$ cat src/mcu_config.svh
`ifndef MCU_CONFIG_SVH
`define MCU_CONFIG_SVH

`define MCU_DATA_W         32
`define MCU_PERIPH_BASE    24'hFFFFFF  // Upper address bits of the register page

// Mailbox scratch registers
`define MCU_OFS_MBOX0      8'h00
`define MCU_OFS_MBOX1      8'h04
`define MCU_OFS_MBOX2      8'h08
`define MCU_OFS_MBOX3      8'h0C
`define MCU_OFS_MBOX4      8'h10
`define MCU_OFS_MBOX5      8'h14
`define MCU_OFS_MBOX6      8'h18
`define MCU_OFS_MBOX7      8'h1C

// Controller key words, read only
`define MCU_OFS_CONT1      8'h20
`define MCU_OFS_CONT2      8'h24
`define MCU_OFS_CONT3      8'h28
`define MCU_OFS_CONT4      8'h2C

// Target dataslot block
`define MCU_OFS_DS_ID      8'h80
`define MCU_OFS_DS_BRIDGE  8'h84
`define MCU_OFS_DS_LEN     8'h88
`define MCU_OFS_DS_OFFSET  8'h8C
`define MCU_OFS_DS_CTRL    8'h90  // Write is command, read is status
`define MCU_DS_ERR_W       3

// Millisecond timer
`define MCU_OFS_TICKS      8'h98
`define MCU_OFS_MS_COUNT   8'hC4
`define MCU_OFS_MS_COMPARE 8'hC8
`define MCU_TICKS_RESET    32'd74249  // 74.25 MHz clk_sys, minus one

`endif

$ cat src/mcu_pkg.sv
package mcu_pkg;

	// Bus operation carried down the pipe
	typedef enum logic [1:0] {
		OP_NONE,
		OP_READ,
		OP_WRITE
	} bus_op_e;

	// One selector per mapped register, mailbox and key words kept contiguous
	typedef enum logic [4:0] {
		SEL_UNMAPPED,  // Off page or unknown offset
		SEL_MBOX0,
		SEL_MBOX1,
		SEL_MBOX2,
		SEL_MBOX3,
		SEL_MBOX4,
		SEL_MBOX5,
		SEL_MBOX6,
		SEL_MBOX7,
		SEL_CONT1,
		SEL_CONT2,
		SEL_CONT3,
		SEL_CONT4,
		SEL_DS_ID,
		SEL_DS_BRIDGE,
		SEL_DS_LEN,
		SEL_DS_OFFSET,
		SEL_DS_CTRL,
		SEL_TICKS,
		SEL_MS_COUNT,
		SEL_MS_COMPARE
	} reg_sel_e;

endpackage

$ cat src/mcu_bus_decode.sv
`timescale 1ns/1ps
`include "mcu_config.svh"

module mcu_bus_decode (
	input  logic                   clk_sys,
	input  logic                   reset_n,
	input  logic                   cpu_valid,
	input  logic                   cpu_wr,
	input  logic [`MCU_DATA_W-1:0] cpu_addr,
	input  logic [`MCU_DATA_W-1:0] cpu_wdata,
	output mcu_pkg::bus_op_e       op,
	output mcu_pkg::reg_sel_e      sel,
	output logic [`MCU_DATA_W-1:0] wdata
);
	import mcu_pkg::*;

	reg_sel_e sel_dec;  // Selector before the register stage
	logic     in_page;

	assign in_page = (cpu_addr[`MCU_DATA_W-1:8] == `MCU_PERIPH_BASE);

	// Low byte to register, anything else falls to unmapped
	always_comb begin
		sel_dec = SEL_UNMAPPED;
		if (in_page) begin
			case (cpu_addr[7:0])
				`MCU_OFS_MBOX0:      sel_dec = SEL_MBOX0;
				`MCU_OFS_MBOX1:      sel_dec = SEL_MBOX1;
				`MCU_OFS_MBOX2:      sel_dec = SEL_MBOX2;
				`MCU_OFS_MBOX3:      sel_dec = SEL_MBOX3;
				`MCU_OFS_MBOX4:      sel_dec = SEL_MBOX4;
				`MCU_OFS_MBOX5:      sel_dec = SEL_MBOX5;
				`MCU_OFS_MBOX6:      sel_dec = SEL_MBOX6;
				`MCU_OFS_MBOX7:      sel_dec = SEL_MBOX7;
				`MCU_OFS_CONT1:      sel_dec = SEL_CONT1;
				`MCU_OFS_CONT2:      sel_dec = SEL_CONT2;
				`MCU_OFS_CONT3:      sel_dec = SEL_CONT3;
				`MCU_OFS_CONT4:      sel_dec = SEL_CONT4;
				`MCU_OFS_DS_ID:      sel_dec = SEL_DS_ID;
				`MCU_OFS_DS_BRIDGE:  sel_dec = SEL_DS_BRIDGE;
				`MCU_OFS_DS_LEN:     sel_dec = SEL_DS_LEN;
				`MCU_OFS_DS_OFFSET:  sel_dec = SEL_DS_OFFSET;
				`MCU_OFS_DS_CTRL:    sel_dec = SEL_DS_CTRL;
				`MCU_OFS_TICKS:      sel_dec = SEL_TICKS;
				`MCU_OFS_MS_COUNT:   sel_dec = SEL_MS_COUNT;
				`MCU_OFS_MS_COMPARE: sel_dec = SEL_MS_COMPARE;
				default:             sel_dec = SEL_UNMAPPED;  // Hole in the map
			endcase
		end
	end

	// Command stage, no back-pressure so every valid is taken
	always_ff @(posedge clk_sys or negedge reset_n) begin
		if (!reset_n) begin
			op    <= OP_NONE;
			sel   <= SEL_UNMAPPED;
			wdata <= '0;
		end else begin
			op <= OP_NONE;  // Bubble by default
			if (cpu_valid) begin
				op    <= cpu_wr ? OP_WRITE : OP_READ;  // Unmapped keeps its op too
				sel   <= sel_dec;
				wdata <= cpu_wdata;
			end
		end
	end

	// No phantom command may enter the pipe
	a_idle_no_op: assert property (@(posedge clk_sys) disable iff (!reset_n)
		!cpu_valid |=> op == OP_NONE);

endmodule

$ cat src/mcu_reg_exec.sv
`timescale 1ns/1ps
`include "mcu_config.svh"

module mcu_reg_exec (
	input  logic                     clk_sys,
	input  logic                     reset_n,
	input  mcu_pkg::bus_op_e         op,
	input  mcu_pkg::reg_sel_e        sel,
	input  logic [`MCU_DATA_W-1:0]   wdata,
	input  logic                     ds_done,
	output logic [8*`MCU_DATA_W-1:0] mbox_flat,
	output logic [15:0]              ds_id,
	output logic [`MCU_DATA_W-1:0]   ds_bridge,
	output logic [`MCU_DATA_W-1:0]   ds_length,
	output logic [`MCU_DATA_W-1:0]   ds_offset,
	output logic                     ds_read,
	output logic                     ds_write,
	output logic                     ds_irq,
	output logic [`MCU_DATA_W-1:0]   ticks_per_ms,
	output logic                     ms_reset,
	output logic                     irq_arm,
	output logic                     compare_wr
);
	import mcu_pkg::*;

	logic [7:0][`MCU_DATA_W-1:0] mbox;  // Scratch words, index 0 at bits 31:0
	logic [2:0]                  mbox_idx;
	logic                        wr_en;
	logic                        ds_irq_en;  // Bit 2 of the control write
	logic                        ds_done_q;  // Delayed copy for edge detect

	assign wr_en     = (op == OP_WRITE);
	assign mbox_idx  = 3'(sel - SEL_MBOX0);  // Contiguous selector range
	assign mbox_flat = mbox;

	// Timer strobes, one cycle since op is a single-cycle slot
	assign ms_reset   = wr_en && (sel == SEL_MS_COUNT);
	assign compare_wr = wr_en && (sel == SEL_MS_COMPARE);

	always_ff @(posedge clk_sys or negedge reset_n) begin
		if (!reset_n) begin
			mbox         <= '0;
			ds_id        <= '0;
			ds_bridge    <= '0;
			ds_length    <= '0;
			ds_offset    <= '0;
			ds_read      <= 1'b0;
			ds_write     <= 1'b0;
			ds_irq       <= 1'b0;
			ds_irq_en    <= 1'b0;
			ds_done_q    <= 1'b0;
			ticks_per_ms <= `MCU_TICKS_RESET;
			irq_arm      <= 1'b0;
		end else begin
			ds_read   <= 1'b0;  // Command pulses self clear
			ds_write  <= 1'b0;
			ds_done_q <= ds_done;
			ds_irq    <= ds_done && !ds_done_q && ds_irq_en;  // Rising edge of done only

			if (wr_en) begin
				case (sel)
					SEL_MBOX0, SEL_MBOX1, SEL_MBOX2, SEL_MBOX3,
					SEL_MBOX4, SEL_MBOX5, SEL_MBOX6, SEL_MBOX7:
						mbox[mbox_idx] <= wdata;
					SEL_DS_ID:     ds_id     <= wdata[15:0];  // Upper bits dropped
					SEL_DS_BRIDGE: ds_bridge <= wdata;
					SEL_DS_LEN:    ds_length <= wdata;
					SEL_DS_OFFSET: ds_offset <= wdata;
					SEL_DS_CTRL: begin
						ds_read   <= wdata[0];
						ds_write  <= wdata[1];
						ds_irq_en <= wdata[2];
					end
					SEL_TICKS:      ticks_per_ms <= wdata;
					SEL_MS_COUNT:   irq_arm      <= 1'b0;  // Counter reset also disarms
					SEL_MS_COMPARE: irq_arm      <= 1'b1;
					default: ;  // Read-only or unmapped, write ignored
				endcase
			end
		end
	end

	// Target side is edge triggered, a command is never a level
	a_ds_read_pulse: assert property (@(posedge clk_sys) disable iff (!reset_n)
		ds_read |=> !ds_read);
	a_ds_write_pulse: assert property (@(posedge clk_sys) disable iff (!reset_n)
		ds_write |=> !ds_write);

endmodule

$ cat src/mcu_ms_timer.sv
`timescale 1ns/1ps
`include "mcu_config.svh"

module mcu_ms_timer (
	input  logic                   clk_sys,
	input  logic                   reset_n,
	input  logic [`MCU_DATA_W-1:0] ticks_per_ms,
	input  logic                   ms_reset,
	input  logic                   irq_arm,
	input  logic                   compare_wr,
	input  logic [`MCU_DATA_W-1:0] compare_val,
	output logic [`MCU_DATA_W-1:0] ms_count,
	output logic [`MCU_DATA_W-1:0] ms_compare,
	output logic                   timer_irq
);

	logic [`MCU_DATA_W-1:0] tick;     // clk_sys cycles inside the current ms
	logic [`MCU_DATA_W-1:0] ms_next;
	logic                   ms_wrap;

	assign ms_next = ms_count + 1'b1;
	assign ms_wrap = (tick >= ticks_per_ms);  // Also recovers if ticks shrinks mid count

	always_ff @(posedge clk_sys or negedge reset_n) begin
		if (!reset_n) begin
			tick       <= '0;
			ms_count   <= '0;
			ms_compare <= '0;
			timer_irq  <= 1'b0;
		end else begin
			if (compare_wr)
				ms_compare <= compare_val;
			if (ms_reset) begin
				tick      <= '0;  // Synchronous counter clear
				ms_count  <= '0;
				timer_irq <= 1'b0;
			end else if (ms_wrap) begin
				tick     <= '0;
				ms_count <= ms_next;
				// Fires as the count lands on a nonzero compare
				if (irq_arm && (ms_compare != '0) && (ms_next == ms_compare))
					timer_irq <= 1'b1;
			end else begin
				tick <= tick + 1'b1;
			end
		end
	end

	// Interrupt only ever raised from an armed compare
	a_irq_needs_arm: assert property (@(posedge clk_sys) disable iff (!reset_n)
		$rose(timer_irq) |-> $past(irq_arm));

endmodule

$ cat src/mcu_result.sv
`timescale 1ns/1ps
`include "mcu_config.svh"

module mcu_result (
	input  logic                     clk_sys,
	input  logic                     reset_n,
	input  mcu_pkg::bus_op_e         op,
	input  mcu_pkg::reg_sel_e        sel,
	input  logic [8*`MCU_DATA_W-1:0] mbox_flat,
	input  logic [4*`MCU_DATA_W-1:0] cont_key_flat,
	input  logic [15:0]              ds_id,
	input  logic [`MCU_DATA_W-1:0]   ds_bridge,
	input  logic [`MCU_DATA_W-1:0]   ds_length,
	input  logic [`MCU_DATA_W-1:0]   ds_offset,
	input  logic                     ds_ack,
	input  logic                     ds_done,
	input  logic [`MCU_DS_ERR_W-1:0] ds_err,
	input  logic [`MCU_DATA_W-1:0]   ticks_per_ms,
	input  logic [`MCU_DATA_W-1:0]   ms_count,
	input  logic [`MCU_DATA_W-1:0]   ms_compare,
	output logic                     rsp_ready,
	output logic [`MCU_DATA_W-1:0]   rsp_data
);
	import mcu_pkg::*;

	logic [7:0][`MCU_DATA_W-1:0] mbox;
	logic [3:0][`MCU_DATA_W-1:0] cont_key;  // cont1 in the lowest word
	logic [2:0]                  mbox_idx;
	logic [1:0]                  key_idx;
	logic [`MCU_DATA_W-1:0]      rd_mux;

	assign mbox     = mbox_flat;
	assign cont_key = cont_key_flat;
	assign mbox_idx = 3'(sel - SEL_MBOX0);
	assign key_idx  = 2'(sel - SEL_CONT1);

	always_comb begin
		case (sel)
			SEL_MBOX0, SEL_MBOX1, SEL_MBOX2, SEL_MBOX3,
			SEL_MBOX4, SEL_MBOX5, SEL_MBOX6, SEL_MBOX7:
				rd_mux = mbox[mbox_idx];
			SEL_CONT1, SEL_CONT2, SEL_CONT3, SEL_CONT4:
				rd_mux = cont_key[key_idx];
			SEL_DS_ID:      rd_mux = {{(`MCU_DATA_W-16){1'b0}}, ds_id};
			SEL_DS_BRIDGE:  rd_mux = ds_bridge;
			SEL_DS_LEN:     rd_mux = ds_length;
			SEL_DS_OFFSET:  rd_mux = ds_offset;
			// Status, ack at 4, done at 3, error code below
			SEL_DS_CTRL:    rd_mux = {{(`MCU_DATA_W-`MCU_DS_ERR_W-2){1'b0}}, ds_ack, ds_done, ds_err};
			SEL_TICKS:      rd_mux = ticks_per_ms;
			SEL_MS_COUNT:   rd_mux = ms_count;
			SEL_MS_COMPARE: rd_mux = ms_compare;
			default:        rd_mux = '0;  // Unmapped reads as zero
		endcase
	end

	// Response stage, one strobe per command
	always_ff @(posedge clk_sys or negedge reset_n) begin
		if (!reset_n) begin
			rsp_ready <= 1'b0;
			rsp_data  <= '0;
		end else begin
			rsp_ready <= (op != OP_NONE);
			rsp_data  <= (op == OP_READ) ? rd_mux : '0;  // Writes answer zero
		end
	end

	a_data_quiet: assert property (@(posedge clk_sys) disable iff (!reset_n)
		!rsp_ready |-> rsp_data == '0);

endmodule

$ cat src/mcu_periph_top.sv
`timescale 1ns/1ps
`include "mcu_config.svh"

module mcu_periph_top (
	input  logic                     clk_sys,
	input  logic                     reset_n,
	input  logic                     cpu_valid,
	input  logic                     cpu_wr,
	input  logic [`MCU_DATA_W-1:0]   cpu_addr,
	input  logic [`MCU_DATA_W-1:0]   cpu_wdata,
	output logic                     rsp_ready,
	output logic [`MCU_DATA_W-1:0]   rsp_data,
	input  logic [`MCU_DATA_W-1:0]   cont1_key,
	input  logic [`MCU_DATA_W-1:0]   cont2_key,
	input  logic [`MCU_DATA_W-1:0]   cont3_key,
	input  logic [`MCU_DATA_W-1:0]   cont4_key,
	input  logic                     ds_ack,
	input  logic                     ds_done,
	input  logic [`MCU_DS_ERR_W-1:0] ds_err,
	output logic [15:0]              ds_id,
	output logic [`MCU_DATA_W-1:0]   ds_bridge,
	output logic [`MCU_DATA_W-1:0]   ds_length,
	output logic [`MCU_DATA_W-1:0]   ds_offset,
	output logic                     ds_read,
	output logic                     ds_write,
	output logic                     ds_irq,
	output logic                     timer_irq
);
	import mcu_pkg::*;

	bus_op_e                  op;     // Decoded command slot
	reg_sel_e                 sel;
	logic [`MCU_DATA_W-1:0]   wdata;
	logic [8*`MCU_DATA_W-1:0] mbox_flat;
	logic [`MCU_DATA_W-1:0]   ticks_per_ms;
	logic                     ms_reset;
	logic                     irq_arm;
	logic                     compare_wr;
	logic [`MCU_DATA_W-1:0]   ms_count;
	logic [`MCU_DATA_W-1:0]   ms_compare;

	mcu_bus_decode u_decode (
		.clk_sys, .reset_n, .cpu_valid, .cpu_wr, .cpu_addr, .cpu_wdata,
		.op, .sel, .wdata
	);

	mcu_reg_exec u_exec (
		.clk_sys, .reset_n, .op, .sel, .wdata, .ds_done,
		.mbox_flat, .ds_id, .ds_bridge, .ds_length, .ds_offset,
		.ds_read, .ds_write, .ds_irq,
		.ticks_per_ms, .ms_reset, .irq_arm, .compare_wr
	);

	// Compare value comes straight off the decoded write data
	mcu_ms_timer u_timer (
		.clk_sys, .reset_n, .ticks_per_ms, .ms_reset, .irq_arm, .compare_wr,
		.compare_val (wdata),
		.ms_count, .ms_compare, .timer_irq
	);

	mcu_result u_result (
		.clk_sys, .reset_n, .op, .sel, .mbox_flat,
		.cont_key_flat ({cont4_key, cont3_key, cont2_key, cont1_key}),
		.ds_id, .ds_bridge, .ds_length, .ds_offset, .ds_ack, .ds_done, .ds_err,
		.ticks_per_ms, .ms_count, .ms_compare,
		.rsp_ready, .rsp_data
	);

endmodule

$ cat config.mk
export PLATFORM = sky130hd
export DESIGN_NAME = mcu_periph_top
export DESIGN_NICKNAME = d
export VERILOG_FILES = /design/src/mcu_pkg.sv /design/src/mcu_bus_decode.sv /design/src/mcu_reg_exec.sv /design/src/mcu_ms_timer.sv /design/src/mcu_result.sv /design/src/mcu_periph_top.sv
export VERILOG_INCLUDE_DIRS = /design/src /design/src/src
export SDC_FILE = /design/constraint.sdc
export NUM_CORES = 1
export LEC_CHECK = 0
export BUFFER_PORTS_ARGS = -buffer_cell sky130_fd_sc_hd__clkbuf_2
export CORE_MARGIN = 2
export CORE_UTILIZATION = 57
export DETAILED_ROUTE_END_ITERATION = 12
export PLACE_DENSITY = 0.79
export SLEW_MARGIN = 20
export SYNTH_ARGS = -nofsm -noshare
export SYNTH_HDL_FRONTEND = slang
export SYNTH_SLANG_ARGS = --single-unit
$ cat constraint.sdc
create_clock -name clk_sys -period 3.2 [get_ports clk_sys]
set_input_delay 0.16 -clock clk_sys [delete_from_list [all_inputs] [get_ports clk_sys]]
set_output_delay 0.16 -clock clk_sys [all_outputs]
set_load 0.05 [all_outputs]
======== Yosys cells after proc, flatten, opt, wreduce, memory -nomap -nowiden ========
Cells that the tools add are included.
word-level totals
  memory bits (writable) .................. 0
  bits in read-only memories .............. 0
  output and inout port bits .............. 149
  register bits after elaboration ......... 575
  memories ................................ 0
  latch bits .............................. 0
  word-level logic and storage cells ...... 129
cells by class
  shifts and indexed selects .............. 0
  add/subtract/negate cells ............... 4
  divide/modulo/power cells ............... 0
  equal/unequal tests ..................... 43
  magnitude comparators ................... 4
  mux-type cells .......................... 25
  bitwise operators ....................... 0
  reduce and logical (&&, ||, !) cells .... 25
  multiply operators ...................... 0
operators with widths
  cell                                            number
  case mux 32 bit (10 select lines)               1
  bitwise mux 256 bit                             1
  2-to-1 mux 32 bit                               8
  case mux 5 bit (20 select lines)                1
  binary-select mux 32 bit (select 3 bit)         1
  demux 32 bit (select 3 bit)                     1
  adder 32 x 1 -> 32 bit (second input constant)  2
  binary-select mux 32 bit (select 2 bit)         1
  == test 8 bit (second input constant)           8
  == test 5 x 4 -> 1 bit (second input constant)  8
  == test 32 bit                                  1
  == test 8 x 5 -> 1 bit (second input constant)  4
  == test 8 x 6 -> 1 bit (second input constant)  4
  greater-or-equal comparator 32 bit              1
  nonzero test 32 bit                             1
  == test 5 bit (second input constant)           5
  == test 24 bit (second input constant)          1
  == test 5 x 3 -> 1 bit (second input constant)  4
  AND reduction 2 bit                             9
  == test 8 x 4 -> 1 bit (second input constant)  2
  == test 5 x 2 -> 1 bit (second input constant)  2
  == test 8 x 3 -> 1 bit (second input constant)  1
  zero test 8 bit                                 1
  nonzero test 2 bit                              4
  16 further kinds                                29

======== Depth between registers and ports, before layout ========
  depth in word-level cells ............... 6
  depth in mapped cells ................... 13
  mapped depth without buffers ............ 10

======== Modules after synthesis ========
Synthesis repeated with hierarchy kept, for this count alone.
unflattened totals
  cells, all modules ...................... 2246
  area, all modules ....................... 29236.8 µm²
by module, submodules not included
  module          area each (µm²)  cells each  sequential area each (µm²)  instances
  mcu_reg_exec    15486.1          929         10166.0                     1
  mcu_ms_timer    6241.0           672         2427.3                      1
  mcu_result      5743.0           507         825.8                       1
  mcu_bus_decode  1766.7           138         975.9                       1

======== Worst setup path after synthesis ========
Ideal clock, no wire load.
  path kind ............................... register -> register
  start ................................... reg u_exec.ticks_per_ms[16]
  end ..................................... reg u_timer.ms_count[24]
  cell stages (with the launch flop) ...... 14
  slack ................................... 0.549 ns
  data required time ...................... 3.068 ns
  data arrival time ....................... 2.519 ns
  buffers on the path ..................... 3
  library setup time ...................... 0.132 ns
  period minus slack after synthesis ...... 2.651 ns
  cell sequence ........................... dfstp_2 -> inv_1 -> ha_1 -> a21oi_1 -> o21ai_0 -> a221o_1 -> a211o_1 -> or2_2 -> clkbuf_1 -> buf_2 -> buf_6 -> nand2_1 -> xor2_1 -> nor2_1
between the ends
  longest elaborated chain between the ends .. 2
RTL lines
  what                                RTL line            source
  start: declaration                  mcu_reg_exec.sv:19  output logic [`MCU_DATA_W-1:0] ticks_per_ms,
  start signal: assignment            mcu_reg_exec.sv:52  ticks_per_ms <= `MCU_TICKS_RESET;
  start signal: assignment            mcu_reg_exec.sv:74  SEL_TICKS: ticks_per_ms <= wdata;
  greater-or-equal comparator 32 bit  mcu_ms_timer.sv:22  assign ms_wrap = (tick >= ticks_per_ms);
  nonzero test 2 bit (no line)        -
  end signal: assignment              mcu_ms_timer.sv:39  ms_count <= ms_next;
  end: declaration                    mcu_ms_timer.sv:12  output logic [`MCU_DATA_W-1:0] ms_count,
Every way passes these cells.
A chain may end at the register's enable or synchronous reset.

======== Worst setup path in the final report ========
  start ................................... reg u_decode.sel[0]
  end ..................................... reg u_result.rsp_data[15]
between the ends
  longest elaborated chain between the ends .. 5
  elaborated cells on any way between the ends .. 30
RTL lines
  what                                                                                                       RTL line                            source
  start: declaration                                                                                         mcu_bus_decode.sv:12                output mcu_pkg::reg_sel_e sel,
  start signal: assignment                                                                                   mcu_bus_decode.sv:62                sel <= sel_dec;
  subtractor 3 x 1 -> 3 bit / subtractor 2 x 1 -> 2 bit (equally long branches)                              mcu_result.sv:34, mcu_result.sv:35
  binary-select mux 32 bit (select 3 bit) / binary-select mux 32 bit (select 2 bit) (equally long branches)  mcu_result.sv:41, mcu_result.sv:43
  2-to-1 mux 32 bit, on equally long branches                                                                mcu_result.sv:41, mcu_result.sv:43
  case mux 32 bit (10 select lines) (*)                                                                      mcu_result.sv:38                    case (sel)
  2-to-1 mux 32 bit (*)                                                                                      mcu_result.sv:64                    rsp_data <= (op == OP_READ) ? rd_mux : '0;
  end signal: assignment                                                                                     mcu_result.sv:64
  end: declaration                                                                                           mcu_result.sv:22                    output logic [`MCU_DATA_W-1:0] rsp_data
Every way passes the cells marked *; elsewhere a longest branch is shown, timed or not. The select of a mux whose other input is x is not followed.

==> key figures <==
Run status
  – Outcome: completed

Synthesis
  – Dominant cells by area after synthesis: sky130_fd_sc_hd__dfrtp_1 (52%), sky130_fd_sc_hd__mux2_2 (19%), sky130_fd_sc_hd__o22ai_1 (3.0%)
  – Number of enable flip-flop cells after synthesis: 0
  – Sequential share of the synthesized area: 0.522
  – Mean cell area of the mapped netlist: 12.2 um2
  – Yosys Warn Count: 0
  – Area of the mapped netlist: 27600 um2
  – Count of state elements after synthesis: 575
  – Fraction of registers with async set or reset after synthesis: 1.00
  – Number of nets produced by synthesis: 2504
  – Number of different library cells in the post-synthesis netlist: 70
  – Library cell occupying the most area in the post-synthesis netlist: sky130_fd_sc_hd__dfrtp_1
  – Leading register cell type out of synthesis: sky130_fd_sc_hd__dfrtp_1
  – Number of standard cells after synthesis: 2264
  – Yosys top cell area share: 0.517

Drt
  – Total Wirelength: 90300 um
  – Average wire per cell in the routed design: 27.5 um
  – Via/cell ratio: 6.59
  – Remaining design rule violation count: 0
  – Detailed-router iteration count before antenna repair: 8
  – Routed via count: 21623
  – 1st-iter DRT viols: 2455
  – Number of antenna-violating nets in the routed design: 0

Place
  – Dpl ws: 0.0685 ns
  – Number of I/O port buffers: 349
  – HPWL after DPL: 61600 um
  – Standard cell area after detailed placement: 30100 um2
  – Count of placed standard cells including taps: 3128
  – Global placer's final weighted congestion: 0.963

Critical path
  – Maximum fanout along the worst path: 13
  – Crit. End Element: flip-flop
  – Worst reg2reg path depth: 8
  – Largest stage delay, worst path: 0.48 ns
  – Reg2reg setup slack: 0.11 ns
  – Worst EP arrival: 3.56 ns
  – Most frequent CP cell: sky130_fd_sc_hd__a31oi_1
  – Library cell contributing the largest single delay on the critical path: sky130_fd_sc_hd__ha_4
  – Critical path class: flip-flop to flip-flop
  – Critical path, cell by cell: inv_1 > ha_4 > buf_4 > mux4_2 > a222oi_1 > nand2_1 > a31oi_1 > a31oi_1
  – CP Launch Point: u_decode.sel[0]$_DFFE_PN0P_
  – Worst path required time: 3.67 ns
  – Worst path buffer plus inverter count: 2
  – Largest delay contributor family on the critical path: compound AO/OA/AOI/OAI gates
  – R2R Path Start: u_decode.sel[0]$_DFFE_PN0P_
  – End of the worst register-to-register path: u_result.rsp_data[15]$_DFF_PN0_
  – Nature of the critical path startpoint: flip-flop

STA
  – Unrepaired setup endpoints after global routing: false
  – Count of final setup violators: 0
  – Number of hold violations in the final report: 0
  – Slew of the pin with the lowest slew margin: 0.895 ns
  – Final cycle utilization of the critical path: 0.965
  – Pins over their slew limit: 0
  – Final critical-path required period: 3.09 ns
  – Slew headroom: 0.403
  – Final-layout setup total negative slack: 0 ns
  – Worst Setup Slack, final: 0.113 ns
  – Max frequency: 0.324 GHz
  – Setup clock skew after layout: 0.0288 ns

Final layout
  – Share of final-layout standard cells stronger than drive strength 1: 0.403
  – Cell area after layout: 32600 um2
  – Total inserted antenna cells: 0
  – Nets@finish: 2855
  – Top library cells by usage in the layout, fill and taps aside: sky130_fd_sc_hd__dfrtp_1 (569), sky130_fd_sc_hd__mux2_2 (466), sky130_fd_sc_hd__clkbuf_2 (348)
  – Most common library cell in the layout ignoring fill and taps: sky130_fd_sc_hd__dfrtp_1
  – Final Instance Count excl. Fillers: 3279
  – Area added between synthesis and finish: 18.0%

Worst hold path
  – Start point of the worst hold path: cpu_addr[0]
  – Min-Delay Path Class: input port to flip-flop
  – Number of cells on the worst hold path: 4
  – Worst Hold End: u_decode.sel[4]$_DFFE_PN0P_

Clock network
  – Clock slew at reported path FFs: 0.06 ns
  – Clock tree buffer depth: 3
  – Clock network latency to the later pin of the worst-skew pair: 0.64 ns
  – Num Clock Sinks: 575
  – CTS Root Buffer Type: sky130_fd_sc_hd__clkbuf_16
  – Number of buffers added for setup after CTS: 0
  – Number of clock buffers inserted by TritonCTS: 59
  – Clock tree from TritonCTS: yes
  – H-tree level count: 2

Pwr
  – P_sw: 4020 uW
  – Switch share: 0.253
  – Clock share of power: 0.439
  – Internal power: 11900 uW
  – Fraction of power consumed by sequential logic: 0.495
  – Power Dens Cells: 488 nW/um2
  – Combinational group share of total power: 0.066
  – Worst vdd ir: 479 uV
  – Power consumption: 15900 uW
  – Leakage power summed over all cells: 0.0159 uW

Floorplan
  – IO Count: 350
  – Standard-cell row count: 80
  – Initial core utilization: 0.578
  – Height of the chip: 224 um
  – Total die area: 50200 um2
  – DIE WIDTH: 224 um
  – Core area: 47700 um2

Global routing
  – Antenna violations before repair: 3
  – Total overflow reported by the global router: 0
  – Number of global-route vias before repair: 22077
  – First-pass GRT wire length: 136000 um
  – Maximum number of pins on one net before global-route repair: 127
  – Overall routing resource usage: 0.359

Job
  – Max Cap Violations: 0
-- power groups by stage --
stage / combinational, uW / sequential [uW] / clock (uW)
after CTS: 1050 / 7840 / 7020
after detailed placement: 999 / 7970 / 0
after global routing: 1150 / 7880 / 7310
final: 1050 / 7870 / 6970
after floorplan: 701 / 7700 / 0
after global placement: 976 / 7950 / 0
-- timing repair --
item	CTS	global route
resized for setup	0	3
hold buffers	41	0
setup endpoints to repair	0	3
endpoints found under the hold margin	146	0
-- worst reg2reg max path, delay by kind of cell, from the launching register on --
kind	cells	cell delay (ns)
and+or+nand+nor	1	0.20
adders and majority gates	1	0.48
muxes	1	0.42
buffers and inverters	2	0.42
AOI/OAI and AO/OA	3	1.01
DFF	1	0.42
-- flip-flops by register name, indices dropped and copies added (netlist names), 5 cells and up --
register / cells
u_timer.tick: 32
u_exec.mbox_flat: 256
u_timer.ms_count: 32
u_exec.ds_bridge: 32
u_decode.wdata: 32
u_result.rsp_data: 32
u_timer.ms_compare: 32
u_exec.ds_length: 32
u_decode.sel: 5
u_exec.ds_id: 16
u_exec.ticks_per_ms: 32
u_exec.ds_offset: 32
-- layout make-up --
cell class / instances / area (um2)
Clock buffer: 82 / 1700
Clock inverter: 28 / 277
Fill cell: 3373 / 15200
Inverter: 51 / 191
Multi-Input combinational cell: 1450 / 12300
Sequential cell: 575 / 14400
Tap cell: 615 / 769
Timing Repair Buffer: 478 / 2970
-- logic make-up after synthesis --
group,after synthesis,share of synthesized area
xor+xnor,109,0.0346
simple gates,450,0.0811
compound gates,348,0.0897
fa+ha+maj,40,0.0181
buf+inv,239,0.0366
mux,503,0.218
flops,575,0.522
-- synthesized netlist by cell type, types with 6 or more instances --
cell                       number
sky130_fd_sc_hd__and2_1         9
sky130_fd_sc_hd__nand2_1       92
sky130_fd_sc_hd__buf_6          6
sky130_fd_sc_hd__xor2_1        60
sky130_fd_sc_hd__dfrtp_1      570
sky130_fd_sc_hd__inv_1         51
sky130_fd_sc_hd__nand4_1       22
sky130_fd_sc_hd__o21ai_0       12
sky130_fd_sc_hd__buf_1         21
sky130_fd_sc_hd__a221oi_1      21
sky130_fd_sc_hd__and3_1        20
sky130_fd_sc_hd__nor2_1       162
sky130_fd_sc_hd__nor4_1        16
sky130_fd_sc_hd__nand3_1       61
sky130_fd_sc_hd__a222oi_1      34
sky130_fd_sc_hd__ha_1          39
sky130_fd_sc_hd__mux4_2        32
sky130_fd_sc_hd__a31oi_1       41
sky130_fd_sc_hd__xnor2_1       49
sky130_fd_sc_hd__clkbuf_1     117
sky130_fd_sc_hd__nor3_1        13
sky130_fd_sc_hd__mux2_2       466
sky130_fd_sc_hd__buf_2         37
sky130_fd_sc_hd__a41oi_1        6
sky130_fd_sc_hd__a22oi_1       26
sky130_fd_sc_hd__a21oi_1       27
sky130_fd_sc_hd__a22o_1        22
sky130_fd_sc_hd__and4_1         6
sky130_fd_sc_hd__nor2b_1       12
sky130_fd_sc_hd__o22ai_1      134
sky130_fd_sc_hd__nand2b_1       6
-- worst max path at each step --
| stage | endpoint | slack [ns] | depth (start not counted) |
|---|---|---|---|
| finish | u_result.rsp_data[15]$_DFF_PN0_ | 0.11 | 8 |
| global placement | u_result.rsp_data[11]$_DFF_PN0_ | 0.07 | 8 |
| global route | u_timer.timer_irq$_DFFE_PN0P_ | 0.03 | 10 |
| floorplan | u_timer.ms_count[24]$_DFFE_PN0P_ | 0.55 | 13 |
| detailed placement | u_timer.timer_irq$_DFFE_PN0P_ | 0.07 | 11 |
| CTS | u_result.rsp_data[15]$_DFF_PN0_ | 0.05 | 8 |
-- stage by stage --
stage	utilization	hold slack (ns)
5_1_grt	0.682	0.0668
2_1_floorplan	-	-0.136
3_3_place_gp	0.631	0.167
6_report	0.682	0.0692
4_1_cts	0.681	0.0184
3_5_place_dp	0.631	0.171
-- layer usage --
layer / track usage / wire [um] / up-vias
met3: 0.0824 / 8850 / 284
li1: - / - / 9011
met2: 0.553 / 41700 / 1247
met5: 0 / 29 / -
met1: 0.493 / 35900 / 11079
met4: 0.152 / 3850 / 2
Power figures use the tool's default switching activity.
